File: src/design/pmu_pkg.sv
package pmu_pkg;

    // block, key and memory word share one width
    localparam int BLOCK_WIDTH = 32;
    localparam int ADDR_WIDTH  = 6;

    // header is opcode in the low bits, block count above it
    localparam int HDR_WIDTH = 16;
    localparam int LEN_WIDTH = 12;
    localparam int OP_WIDTH  = HDR_WIDTH - LEN_WIDTH;

    localparam int MEM_DEPTH = 2 ** ADDR_WIDTH;

    // any other opcode value is dropped by the command decoder
    typedef enum logic [OP_WIDTH-1:0] {
        OP_LOAD_KEY = 4'h1,
        OP_STREAM   = 4'h2,
        OP_PROGRAM  = 4'h3
    } pmu_opcode_e;

    typedef struct packed {
        logic                   valid;
        logic                   write;
        logic [ADDR_WIDTH-1:0]  addr;
        logic [BLOCK_WIDTH-1:0] wdata;
    } mem_req_t;

    typedef struct packed {
        logic                   valid;
        logic [BLOCK_WIDTH-1:0] data;
    } block_t;

endpackage

File: src/design/pmu_cmd_decoder.sv
`timescale 1ns/1ps

module pmu_cmd_decoder (
    input  logic                            clk,
    input  logic                            arst_n_i,
    input  logic                            data_i,
    input  logic                            data_valid_i,
    input  logic                            mem_gnt_i,
    output pmu_pkg::block_t                 stream_blk_o,
    output logic                            key_wr_o,
    output logic [pmu_pkg::BLOCK_WIDTH-1:0] key_data_o,
    output pmu_pkg::mem_req_t               mem_req_o,
    output logic                            busy_o
);

    localparam int CNT_WIDTH = $clog2(pmu_pkg::BLOCK_WIDTH);
    localparam int PAD_WIDTH = pmu_pkg::BLOCK_WIDTH - pmu_pkg::LEN_WIDTH;

    typedef enum logic [2:0] {
        S_HEADER,
        S_KEY,
        S_STREAM,
        S_PROGRAM,
        S_COUNT_WR
    } state_e;

    state_e                          state_q;
    logic [pmu_pkg::BLOCK_WIDTH-1:0] shift_q;
    logic [CNT_WIDTH-1:0]            bit_cnt_q;
    logic [pmu_pkg::LEN_WIDTH-1:0]   len_q;
    logic [pmu_pkg::LEN_WIDTH-1:0]   blk_cnt_q;
    logic [pmu_pkg::HDR_WIDTH-1:0]   hdr_word;
    logic [pmu_pkg::BLOCK_WIDTH-1:0] blk_word;
    logic [pmu_pkg::BLOCK_WIDTH-1:0] len_word;
    logic [pmu_pkg::LEN_WIDTH-1:0]   hdr_len;
    pmu_pkg::pmu_opcode_e            opcode;
    logic                            hdr_done;
    logic                            blk_done;
    logic                            last_blk;

    // bits arrive lsb first so the newest bit lands at the top
    assign blk_word = {data_i, shift_q[pmu_pkg::BLOCK_WIDTH-1:1]};
    assign hdr_word = {data_i, shift_q[pmu_pkg::BLOCK_WIDTH-1 -: pmu_pkg::HDR_WIDTH-1]};
    assign opcode   = pmu_pkg::pmu_opcode_e'(hdr_word[pmu_pkg::OP_WIDTH-1:0]);
    assign hdr_len  = hdr_word[pmu_pkg::HDR_WIDTH-1 -: pmu_pkg::LEN_WIDTH];
    assign len_word = {{PAD_WIDTH{1'b0}}, len_q};

    assign hdr_done = data_valid_i && (state_q == S_HEADER)
                      && (bit_cnt_q == CNT_WIDTH'(pmu_pkg::HDR_WIDTH - 1));
    assign blk_done = data_valid_i && (state_q inside {S_KEY, S_STREAM, S_PROGRAM})
                      && (bit_cnt_q == CNT_WIDTH'(pmu_pkg::BLOCK_WIDTH - 1));
    assign last_blk = (blk_cnt_q == len_q - 1'b1);

    // a partly received header also counts as busy
    assign busy_o = (state_q != S_HEADER) || (bit_cnt_q != '0);

    always_ff @(posedge clk or negedge arst_n_i)
    begin
        if (!arst_n_i)
        begin
            state_q      <= S_HEADER;
            shift_q      <= '0;
            bit_cnt_q    <= '0;
            len_q        <= '0;
            blk_cnt_q    <= '0;
            stream_blk_o <= '0;
            key_wr_o     <= 1'b0;
            key_data_o   <= '0;
            mem_req_o    <= '0;
        end
        else
        begin
            stream_blk_o.valid <= 1'b0;
            key_wr_o           <= 1'b0;
            if (mem_gnt_i)
            begin
                mem_req_o.valid <= 1'b0;
            end

            if (data_valid_i)
            begin
                shift_q   <= blk_word;
                bit_cnt_q <= hdr_done ? '0 : bit_cnt_q + 1'b1;
            end

            case (state_q)
                S_HEADER:
                begin
                    if (hdr_done)
                    begin
                        len_q     <= hdr_len;
                        blk_cnt_q <= '0;
                        // unknown opcode stays here
                        if (hdr_len != '0)
                        begin
                            case (opcode)
                                pmu_pkg::OP_LOAD_KEY: state_q <= S_KEY;
                                pmu_pkg::OP_STREAM:   state_q <= S_STREAM;
                                pmu_pkg::OP_PROGRAM:  state_q <= S_PROGRAM;
                                default:              state_q <= S_HEADER;
                            endcase
                        end
                        else if (opcode == pmu_pkg::OP_PROGRAM)
                        begin
                            // empty image still records its length
                            state_q <= S_COUNT_WR;
                        end
                    end
                end
                S_COUNT_WR:
                begin
                    // image length goes to word 0
                    mem_req_o <= '{valid: 1'b1, write: 1'b1, addr: '0, wdata: len_word};
                    state_q   <= S_HEADER;
                end
                default:
                begin
                    if (blk_done)
                    begin
                        blk_cnt_q <= blk_cnt_q + 1'b1;
                        if (state_q == S_KEY)
                        begin
                            key_wr_o   <= 1'b1;
                            key_data_o <= blk_word;
                            state_q    <= S_HEADER;
                        end
                        else if (state_q == S_STREAM)
                        begin
                            stream_blk_o <= '{valid: 1'b1, data: blk_word};
                            if (last_blk)
                            begin
                                state_q <= S_HEADER;
                            end
                        end
                        else
                        begin
                            mem_req_o <= '{valid: 1'b1, write: 1'b1,
                                           addr: blk_cnt_q[pmu_pkg::ADDR_WIDTH-1:0] + 1'b1,
                                           wdata: blk_word};
                            if (last_blk)
                            begin
                                state_q <= S_COUNT_WR;
                            end
                        end
                    end
                end
            endcase
        end
    end

endmodule

File: src/design/block_decoder.sv
`timescale 1ns/1ps

module block_decoder (
    input  logic                            clk,
    input  logic                            arst_n_i,
    input  pmu_pkg::block_t                 stream_blk_i,
    input  pmu_pkg::block_t                 boot_blk_i,
    input  logic                            key_wr_i,
    input  logic [pmu_pkg::BLOCK_WIDTH-1:0] key_data_i,
    output pmu_pkg::block_t                 dec_blk_o
);

    logic [pmu_pkg::BLOCK_WIDTH-1:0] key_q;
    pmu_pkg::block_t                 in_blk;
    pmu_pkg::block_t                 xor_q;

    // stream and boot blocks never arrive together
    assign in_blk = stream_blk_i.valid ? stream_blk_i : boot_blk_i;

    always_ff @(posedge clk or negedge arst_n_i)
    begin
        if (!arst_n_i)
        begin
            key_q     <= '0;
            xor_q     <= '0;
            dec_blk_o <= '0;
        end
        else
        begin
            if (key_wr_i)
            begin
                key_q <= key_data_i;
            end
            xor_q.valid     <= in_blk.valid;
            xor_q.data      <= in_blk.data ^ key_q;
            // stage two swaps byte order
            dec_blk_o.valid <= xor_q.valid;
            dec_blk_o.data  <= {<<8{xor_q.data}};
        end
    end

endmodule

File: src/design/nv_mem_arbiter.sv
`timescale 1ns/1ps

module nv_mem_arbiter (
    input  logic                            clk,
    input  logic                            arst_n_i,
    input  pmu_pkg::mem_req_t               cmd_req_i,
    input  pmu_pkg::mem_req_t               boot_req_i,
    input  logic [pmu_pkg::BLOCK_WIDTH-1:0] mem_rdata_i,
    output logic                            cmd_gnt_o,
    output logic                            boot_gnt_o,
    output pmu_pkg::mem_req_t               mem_req_o,
    output logic [pmu_pkg::BLOCK_WIDTH-1:0] boot_rdata_o,
    output logic                            boot_rvalid_o
);

    logic boot_rd_q;

    // command decoder always wins
    assign cmd_gnt_o  = cmd_req_i.valid;
    assign boot_gnt_o = boot_req_i.valid && !cmd_req_i.valid;
    assign mem_req_o  = cmd_req_i.valid ? cmd_req_i : boot_req_i;

    // memory read data shows up one cycle after the granted read
    always_ff @(posedge clk or negedge arst_n_i)
    begin
        if (!arst_n_i)
        begin
            boot_rd_q <= 1'b0;
        end
        else
        begin
            boot_rd_q <= boot_gnt_o && !boot_req_i.write;
        end
    end

    assign boot_rdata_o  = mem_rdata_i;
    assign boot_rvalid_o = boot_rd_q;

endmodule

File: src/design/nv_memory.sv
`timescale 1ns/1ps

module nv_memory (
    input  logic                            clk,
    input  pmu_pkg::mem_req_t               mem_req_i,
    output logic [pmu_pkg::BLOCK_WIDTH-1:0] rdata_o
);

    // contents survive reset
    logic [pmu_pkg::BLOCK_WIDTH-1:0] mem_q [pmu_pkg::MEM_DEPTH];

    always_ff @(posedge clk)
    begin
        if (mem_req_i.valid)
        begin
            if (mem_req_i.write)
            begin
                mem_q[mem_req_i.addr] <= mem_req_i.wdata;
            end
            else
            begin
                rdata_o <= mem_q[mem_req_i.addr];
            end
        end
    end

endmodule

File: src/design/boot_sequencer.sv
`timescale 1ns/1ps

module boot_sequencer (
    input  logic                            clk,
    input  logic                            arst_n_i,
    input  logic                            boot_i,
    input  logic                            idle_i,
    input  logic                            mem_gnt_i,
    input  logic [pmu_pkg::BLOCK_WIDTH-1:0] mem_rdata_i,
    input  logic                            mem_rvalid_i,
    input  logic                            scan_done_i,
    output pmu_pkg::mem_req_t               mem_req_o,
    output pmu_pkg::block_t                 boot_blk_o,
    output logic                            busy_o
);

    typedef enum logic [2:0] {
        B_IDLE,
        B_LEN,
        B_READ,
        B_WAIT_DATA,
        B_WAIT_SCAN
    } state_e;

    state_e                        state_q;
    logic [pmu_pkg::LEN_WIDTH-1:0] len_q;
    logic [pmu_pkg::LEN_WIDTH-1:0] idx_q;

    function automatic pmu_pkg::mem_req_t rd_req(input logic [pmu_pkg::LEN_WIDTH-1:0] idx);
        pmu_pkg::mem_req_t req;
        req       = '0;
        req.valid = 1'b1;
        req.addr  = idx[pmu_pkg::ADDR_WIDTH-1:0];
        return req;
    endfunction

    assign busy_o = (state_q != B_IDLE);

    always_ff @(posedge clk or negedge arst_n_i)
    begin
        if (!arst_n_i)
        begin
            state_q    <= B_IDLE;
            len_q      <= '0;
            idx_q      <= '0;
            mem_req_o  <= '0;
            boot_blk_o <= '0;
        end
        else
        begin
            boot_blk_o.valid <= 1'b0;
            // request is held until the arbiter grants it
            if (mem_gnt_i)
            begin
                mem_req_o.valid <= 1'b0;
            end

            case (state_q)
                B_IDLE:
                begin
                    if (boot_i && idle_i)
                    begin
                        mem_req_o <= rd_req('0);
                        state_q   <= B_LEN;
                    end
                end
                B_LEN:
                begin
                    if (mem_rvalid_i)
                    begin
                        len_q <= mem_rdata_i[pmu_pkg::LEN_WIDTH-1:0];
                        idx_q <= 1;
                        if (mem_rdata_i[pmu_pkg::LEN_WIDTH-1:0] == '0)
                        begin
                            state_q <= B_IDLE;
                        end
                        else
                        begin
                            mem_req_o <= rd_req(1);
                            state_q   <= B_READ;
                        end
                    end
                end
                B_READ:
                begin
                    if (mem_gnt_i)
                    begin
                        state_q <= B_WAIT_DATA;
                    end
                end
                B_WAIT_DATA:
                begin
                    if (mem_rvalid_i)
                    begin
                        boot_blk_o <= '{valid: 1'b1, data: mem_rdata_i};
                        state_q    <= B_WAIT_SCAN;
                    end
                end
                B_WAIT_SCAN:
                begin
                    // next read only once the serializer is done
                    if (scan_done_i)
                    begin
                        if (idx_q == len_q)
                        begin
                            state_q <= B_IDLE;
                        end
                        else
                        begin
                            idx_q     <= idx_q + 1'b1;
                            mem_req_o <= rd_req(idx_q + 1'b1);
                            state_q   <= B_READ;
                        end
                    end
                end
                default:
                begin
                    state_q <= B_IDLE;
                end
            endcase
        end
    end

endmodule

File: src/design/scan_serializer.sv
`timescale 1ns/1ps

module scan_serializer (
    input  logic            clk,
    input  logic            arst_n_i,
    input  pmu_pkg::block_t blk_i,
    output logic            scan_o,
    output logic            scan_valid_o,
    output logic            scan_done_o
);

    localparam int CNT_WIDTH = $clog2(pmu_pkg::BLOCK_WIDTH);

    logic [pmu_pkg::BLOCK_WIDTH-1:0] shift_q;
    logic [CNT_WIDTH-1:0]            cnt_q;
    logic                            active_q;
    logic                            last_bit;

    assign last_bit = active_q && (cnt_q == CNT_WIDTH'(pmu_pkg::BLOCK_WIDTH - 1));

    always_ff @(posedge clk or negedge arst_n_i)
    begin
        if (!arst_n_i)
        begin
            shift_q  <= '0;
            cnt_q    <= '0;
            active_q <= 1'b0;
        end
        else if (blk_i.valid && (!active_q || last_bit))
        begin
            shift_q  <= blk_i.data;
            cnt_q    <= '0;
            active_q <= 1'b1;
        end
        else if (active_q)
        begin
            // lsb first
            shift_q  <= shift_q >> 1;
            cnt_q    <= cnt_q + 1'b1;
            active_q <= !last_bit;
        end
    end

    assign scan_o       = shift_q[0];
    assign scan_valid_o = active_q;
    assign scan_done_o  = last_bit;

endmodule

File: src/design/pmu_top.sv
`timescale 1ns/1ps

module pmu_top (
    input  logic clk,
    input  logic arst_n_i,
    input  logic data_i,
    input  logic data_valid_i,
    input  logic boot_i,
    output logic scan_o,
    output logic scan_valid_o,
    output logic busy_o
);

    pmu_pkg::block_t                 stream_blk;
    pmu_pkg::block_t                 boot_blk;
    pmu_pkg::block_t                 dec_blk;
    pmu_pkg::mem_req_t               cmd_req;
    pmu_pkg::mem_req_t               boot_req;
    pmu_pkg::mem_req_t               mem_req;
    logic                            key_wr;
    logic [pmu_pkg::BLOCK_WIDTH-1:0] key_data;
    logic [pmu_pkg::BLOCK_WIDTH-1:0] mem_rdata;
    logic [pmu_pkg::BLOCK_WIDTH-1:0] boot_rdata;
    logic                            boot_rvalid;
    logic                            cmd_gnt;
    logic                            boot_gnt;
    logic                            cmd_busy;
    logic                            boot_busy;
    logic                            scan_done;

    assign busy_o = cmd_busy | boot_busy;

    pmu_cmd_decoder u_cmd_decoder (
        .clk          (clk),
        .arst_n_i     (arst_n_i),
        .data_i       (data_i),
        .data_valid_i (data_valid_i),
        .mem_gnt_i    (cmd_gnt),
        .stream_blk_o (stream_blk),
        .key_wr_o     (key_wr),
        .key_data_o   (key_data),
        .mem_req_o    (cmd_req),
        .busy_o       (cmd_busy)
    );

    boot_sequencer u_boot_sequencer (
        .clk          (clk),
        .arst_n_i     (arst_n_i),
        .boot_i       (boot_i),
        .idle_i       (!cmd_busy),
        .mem_gnt_i    (boot_gnt),
        .mem_rdata_i  (boot_rdata),
        .mem_rvalid_i (boot_rvalid),
        .scan_done_i  (scan_done),
        .mem_req_o    (boot_req),
        .boot_blk_o   (boot_blk),
        .busy_o       (boot_busy)
    );

    nv_mem_arbiter u_arbiter (
        .clk           (clk),
        .arst_n_i      (arst_n_i),
        .cmd_req_i     (cmd_req),
        .boot_req_i    (boot_req),
        .mem_rdata_i   (mem_rdata),
        .cmd_gnt_o     (cmd_gnt),
        .boot_gnt_o    (boot_gnt),
        .mem_req_o     (mem_req),
        .boot_rdata_o  (boot_rdata),
        .boot_rvalid_o (boot_rvalid)
    );

    nv_memory u_nv_memory (
        .clk       (clk),
        .mem_req_i (mem_req),
        .rdata_o   (mem_rdata)
    );

    block_decoder u_block_decoder (
        .clk          (clk),
        .arst_n_i     (arst_n_i),
        .stream_blk_i (stream_blk),
        .boot_blk_i   (boot_blk),
        .key_wr_i     (key_wr),
        .key_data_i   (key_data),
        .dec_blk_o    (dec_blk)
    );

    scan_serializer u_scan_serializer (
        .clk          (clk),
        .arst_n_i     (arst_n_i),
        .blk_i        (dec_blk),
        .scan_o       (scan_o),
        .scan_valid_o (scan_valid_o),
        .scan_done_o  (scan_done)
    );

endmodule

File: config.mk
export PLATFORM = sky130hd
export DESIGN_NAME = pmu_top
export DESIGN_NICKNAME = d
export VERILOG_FILES = /design/src/design/pmu_pkg.sv /design/src/design/pmu_cmd_decoder.sv /design/src/design/block_decoder.sv /design/src/design/nv_mem_arbiter.sv /design/src/design/nv_memory.sv /design/src/design/boot_sequencer.sv /design/src/design/scan_serializer.sv /design/src/design/pmu_top.sv
export SDC_FILE = /design/constraint.sdc
export NUM_CORES = 2
export LEC_CHECK = 0
export ABC_AREA = 1
export BUFFER_PORTS_ARGS = -buffer_cell sky130_fd_sc_hd__buf_2
export CAP_MARGIN = 10
export CORE_ASPECT_RATIO = 2
export CORE_MARGIN = 5
export CORE_UTILIZATION = 35
export DETAILED_ROUTE_END_ITERATION = 16
export PLACE_DENSITY = 0.63
export SLEW_MARGIN = 20
export SYNTH_ARGS = -nofsm -noshare
export SYNTH_HDL_FRONTEND = slang
export SYNTH_SLANG_ARGS = --single-unit
File: constraint.sdc
create_clock -name clk -period 3.5 [get_ports clk]
set_input_delay 0.175 -clock clk [delete_from_list [all_inputs] [get_ports clk]]
set_output_delay 0.175 -clock clk [all_outputs]
set_load 0.02 [all_outputs]
==> results.cfg <==
[critical_path]
crit_family = buffers and inverters
cp-end-kind = register
cp.required_ps = 3950
critPathKind = register to register
cp_max_fo = 21
worst_ep_arrival_time_ps = 3820
critical_path.max_stage_delay_ps = 540
startpoint_type = register
cp_slowest_cell = o21ai_2
path_buf_inv = 4
worstPathCellList = buf_4, o21ai_2, inv_2, nor3_4, inv_2, nor2_4, buf_4
reg2reg_setup_slack_ps = 130

[routing]
antenna_left = 0
viasPerCell = 5.24
drt-wirelength-per-cell_um = 25.0
firstDrtPassIters = 8
drt_iter0_drc = 6519
dr_total_vias = 59700
drc = 0
finalWirelength_mm = 285

[floorplan]
num_io_pins = 8
die_w_um = 377
die_h_um = 744
design.core.area_um2 = 268000
design.die.area_um2 = 280000
std_cell_rows = 269
start_util_pct = 35.1

[final_layout]
nFillCells = 24500
fin_util_pct = 40.3
area_growth_pct = 14.8
fin_area_um2 = 108000
nets = 7733
drive_above_1_share_pct = 10.7

[min_path]
hold_path_class = input pin to register

[global_routing]
grt_max_degree = 95
antenna_found_initial = 9
grt_pass1_wl_mm = 410
gr-usage-all-layers_pct = 19.9
grt_pass1_vias = 59900
overflow = 0

[timing]
setup_viol = 0
slew_viol_final = 0
fin_crit_sh_pct = 96.3
worstMarginPinSlew_ps = 1070
max_freq_mhz = 297
rsz0062_at_grt = false
worst_clock_skew_ps = 73.1
hold_viol = 0
fin_crit_ps = 3370
finalSetupTns_ps = 0
max-slew-margin-rel_pct = 28.7

[power]
p_int_mw = 47.0
p_sw_mw = 20.2
clkPwrFrac_pct = 32.5
power.share.sequential_pct = 49.0
p_total_mw = 67.2
p_leak_nw = 44.1
powerDensity_nw_per_um2 = 621
vdd_drop_max_mv = 0.475
p_sw_share_pct = 30.1
comb_power_share_pct = 18.5

[clock_tree]
clockBufferDepth = 4
cts_sinks = 2453
clk_pin_slew_ps = 70
cts_buffers = 194
root_buffer = clkbuf_16
htreeDepth = 4
cts_tree = yes
clock_latency_ps = 860

[synthesis]
yosysSeqAreaShare_pct = 76.2
syn_inst = 7473
synthArstFlopShare_pct = 15.2
synth_edf_count = 2080
ys_seq_elements = 2453
synth_ff_type = edfxtp_1
netlist_area_um2 = 94300
synth_nets = 7485
syn_avg_cell_area_um2 = 12.6
ys_warn_count = 0
synth_cell_types = 46

[run]
cap_viol_max_count = 0

[placed_design]
io_buffer_count = 7
placed_cell_area_um2 = 102000
gp_congestion = 0.883
dp_hpwl_mm = 187

[status]
outcome = completed
flip-flops by register name (all words and copies together), names as in the netlist, 33 cells and up:
register	count
u_block_decoder.dec_blk_o	33
u_nv_memory.mem_q	2048
u_cmd_decoder.mem_req_o	40
u_block_decoder.xor_q	33
u_cmd_decoder.stream_blk_o	33
u_boot_sequencer.boot_blk_o	33
layout by cell type (no fill, tap or decap), types with 36 or more instances in the layout:
cell type	count
nor2_4	64
dfrtp_1	372
clkinv_1	36
xor2_1	43
nand3_1	133
nor2_1	411
nand2_1	2486
a22oi_1	227
inv_2	44
a21oi_1	274
buf_4	255
nand4_1	191
clkbuf_1	39
o21ai_0	220
clkbuf_16	197
o21ai_1	70
buf_12	117
inv_1	310
edfxtp_1	2080
final timing paths:
path | cells past startpoint | from | end
worst max-delay path | 7 | u_cmd_decoder.mem_req_o[39]$_DFF_PN0_ | u_nv_memory.mem_q[35][18]$_DFFE_PP_
worst max register to register | 7 | u_cmd_decoder.mem_req_o[39]$_DFF_PN0_ | u_nv_memory.mem_q[35][18]$_DFFE_PP_
max in group asynchronous | 4 | arst_n_i | u_block_decoder.dec_blk_o[6]$_DFF_PN0_
worst min register to register | 0 | u_block_decoder.xor_q[11]$_DFF_PN0_ | u_block_decoder.dec_blk_o[19]$_DFF_PN0_
worst min-delay path | 4 | data_i | u_cmd_decoder.shift_q[31]$_DFFE_PN0P_
min in group asynchronous | 3 | arst_n_i | u_scan_serializer.shift_q[7]$_DFFE_PN0P_
cells by family after synthesis:
family	count (synthesis)	share of synthesized area (%)
fa+ha+maj	7	0.0929
buf+inv	697	3.06
mux	33	0.393
compound gates	874	5.43
flops	2453	76.2
xor+xnor	62	0.576
simple gates	3347	14.3
per-layer routing:
metal | up-vias | GRT usage, % | share of wire, %
met5 | - | 0 | 0.0039
li1 | 26400 | - | -
met4 | 2 | 12.9 | 7.8
met3 | 800 | 2.17 | 6.1
met2 | 2669 | 37.2 | 53
met1 | 29900 | 21.1 | 33
cell usage after synthesis (2+ instances only):
master	instances	share of area [%]
o21ai_0	220	1.2
inv_1	342	1.4
nand3_1	133	0.71
buf_4	5	0.040
o211ai_1	3	0.024
xnor2_1	19	0.18
nor3_1	10	0.053
nand2_2	2	0.013
xor2_1	43	0.40
a21oi_1	275	1.5
o221ai_1	8	0.074
a22oi_1	227	1.8
nor4_1	3	0.020
nand3_4	6	0.11
clkbuf_1	123	0.49
and2_1	3	0.020
nand3b_1	8	0.064
nand3_2	2	0.021
or2_2	14	0.093
nand2_1	2488	9.9
o21ai_1	70	0.37
edfxtp_1	2080	66
a31oi_1	33	0.22
o22ai_1	24	0.16
nand4_1	191	1.3
o21ai_2	5	0.046
buf_2	195	1.0
inv_2	20	0.080
clkinv_1	2	0.0080
dfrtp_1	373	9.9
o21ai_4	2	0.035
o31ai_1	2	0.016
mux2_2	32	0.38
ha_1	7	0.093
o2111ai_1	2	0.019
nor2_1	476	1.9
nor3_2	8	0.085
buf_1	9	0.036
power by group through the flow:
| stage | Sequential [mW] | Combinational, mW | Clock [mW] |
|---|---|---|---|
| 3_3_place_gp | 33.5 | 12.2 | 0 |
| 6_report | 32.9 | 12.4 | 21.8 |
| 3_5_place_dp | 33.5 | 12.3 | 0 |
| 4_1_cts | 32.9 | 12.3 | 22.1 |
| 5_1_grt | 33.0 | 12.9 | 23.2 |
| 2_1_floorplan | 33.2 | 5.80 | 0 |
timing repair:
action | CTS | global route
setup buffers | 0 | 0
endpoints found under the setup margin | 0 | 0
gates resized for setup | 0 | 0
hold buffers | 6 | 0
hold endpoints to repair | 116 | 0
worst reg2reg max path, delay by kind of cell, from the launching register on:
| family | cells | cell delay, ps |
|---|---|---|
| AOI/OAI and AO/OA | 1 | 540 |
| buffers and inverters | 4 | 1200 |
| DFF | 1 | 470 |
| and+or+nand+nor | 2 | 760 |
cell type report:
class                   instances  area [um^2]  area share, %
flip-flops and latches       2453        71800           66.3
multi-input cells            4323        20100           18.6
clock buffers                 241         5140           4.75
well taps                    3523         4410           4.07
repair buffers                385         4360           4.03
inverters                     364         1420           1.32
clock inverters               101          933          0.862
diodes                          3         7.51        0.00694
through the flow:
step / hold WS [ps] / std cells / setup WS (ps)
2_1_floorplan: -121 / 7473 / -54.1
3_3_place_gp: 248 / 11000 / 228
3_5_place_dp: 249 / 11000 / 234
4_1_cts: 105 / 11400 / 218
5_1_grt: 186 / 11400 / 49.6
6_report: 150 / 11400 / 131
Note: power is estimated with default switching activity, not from simulation.
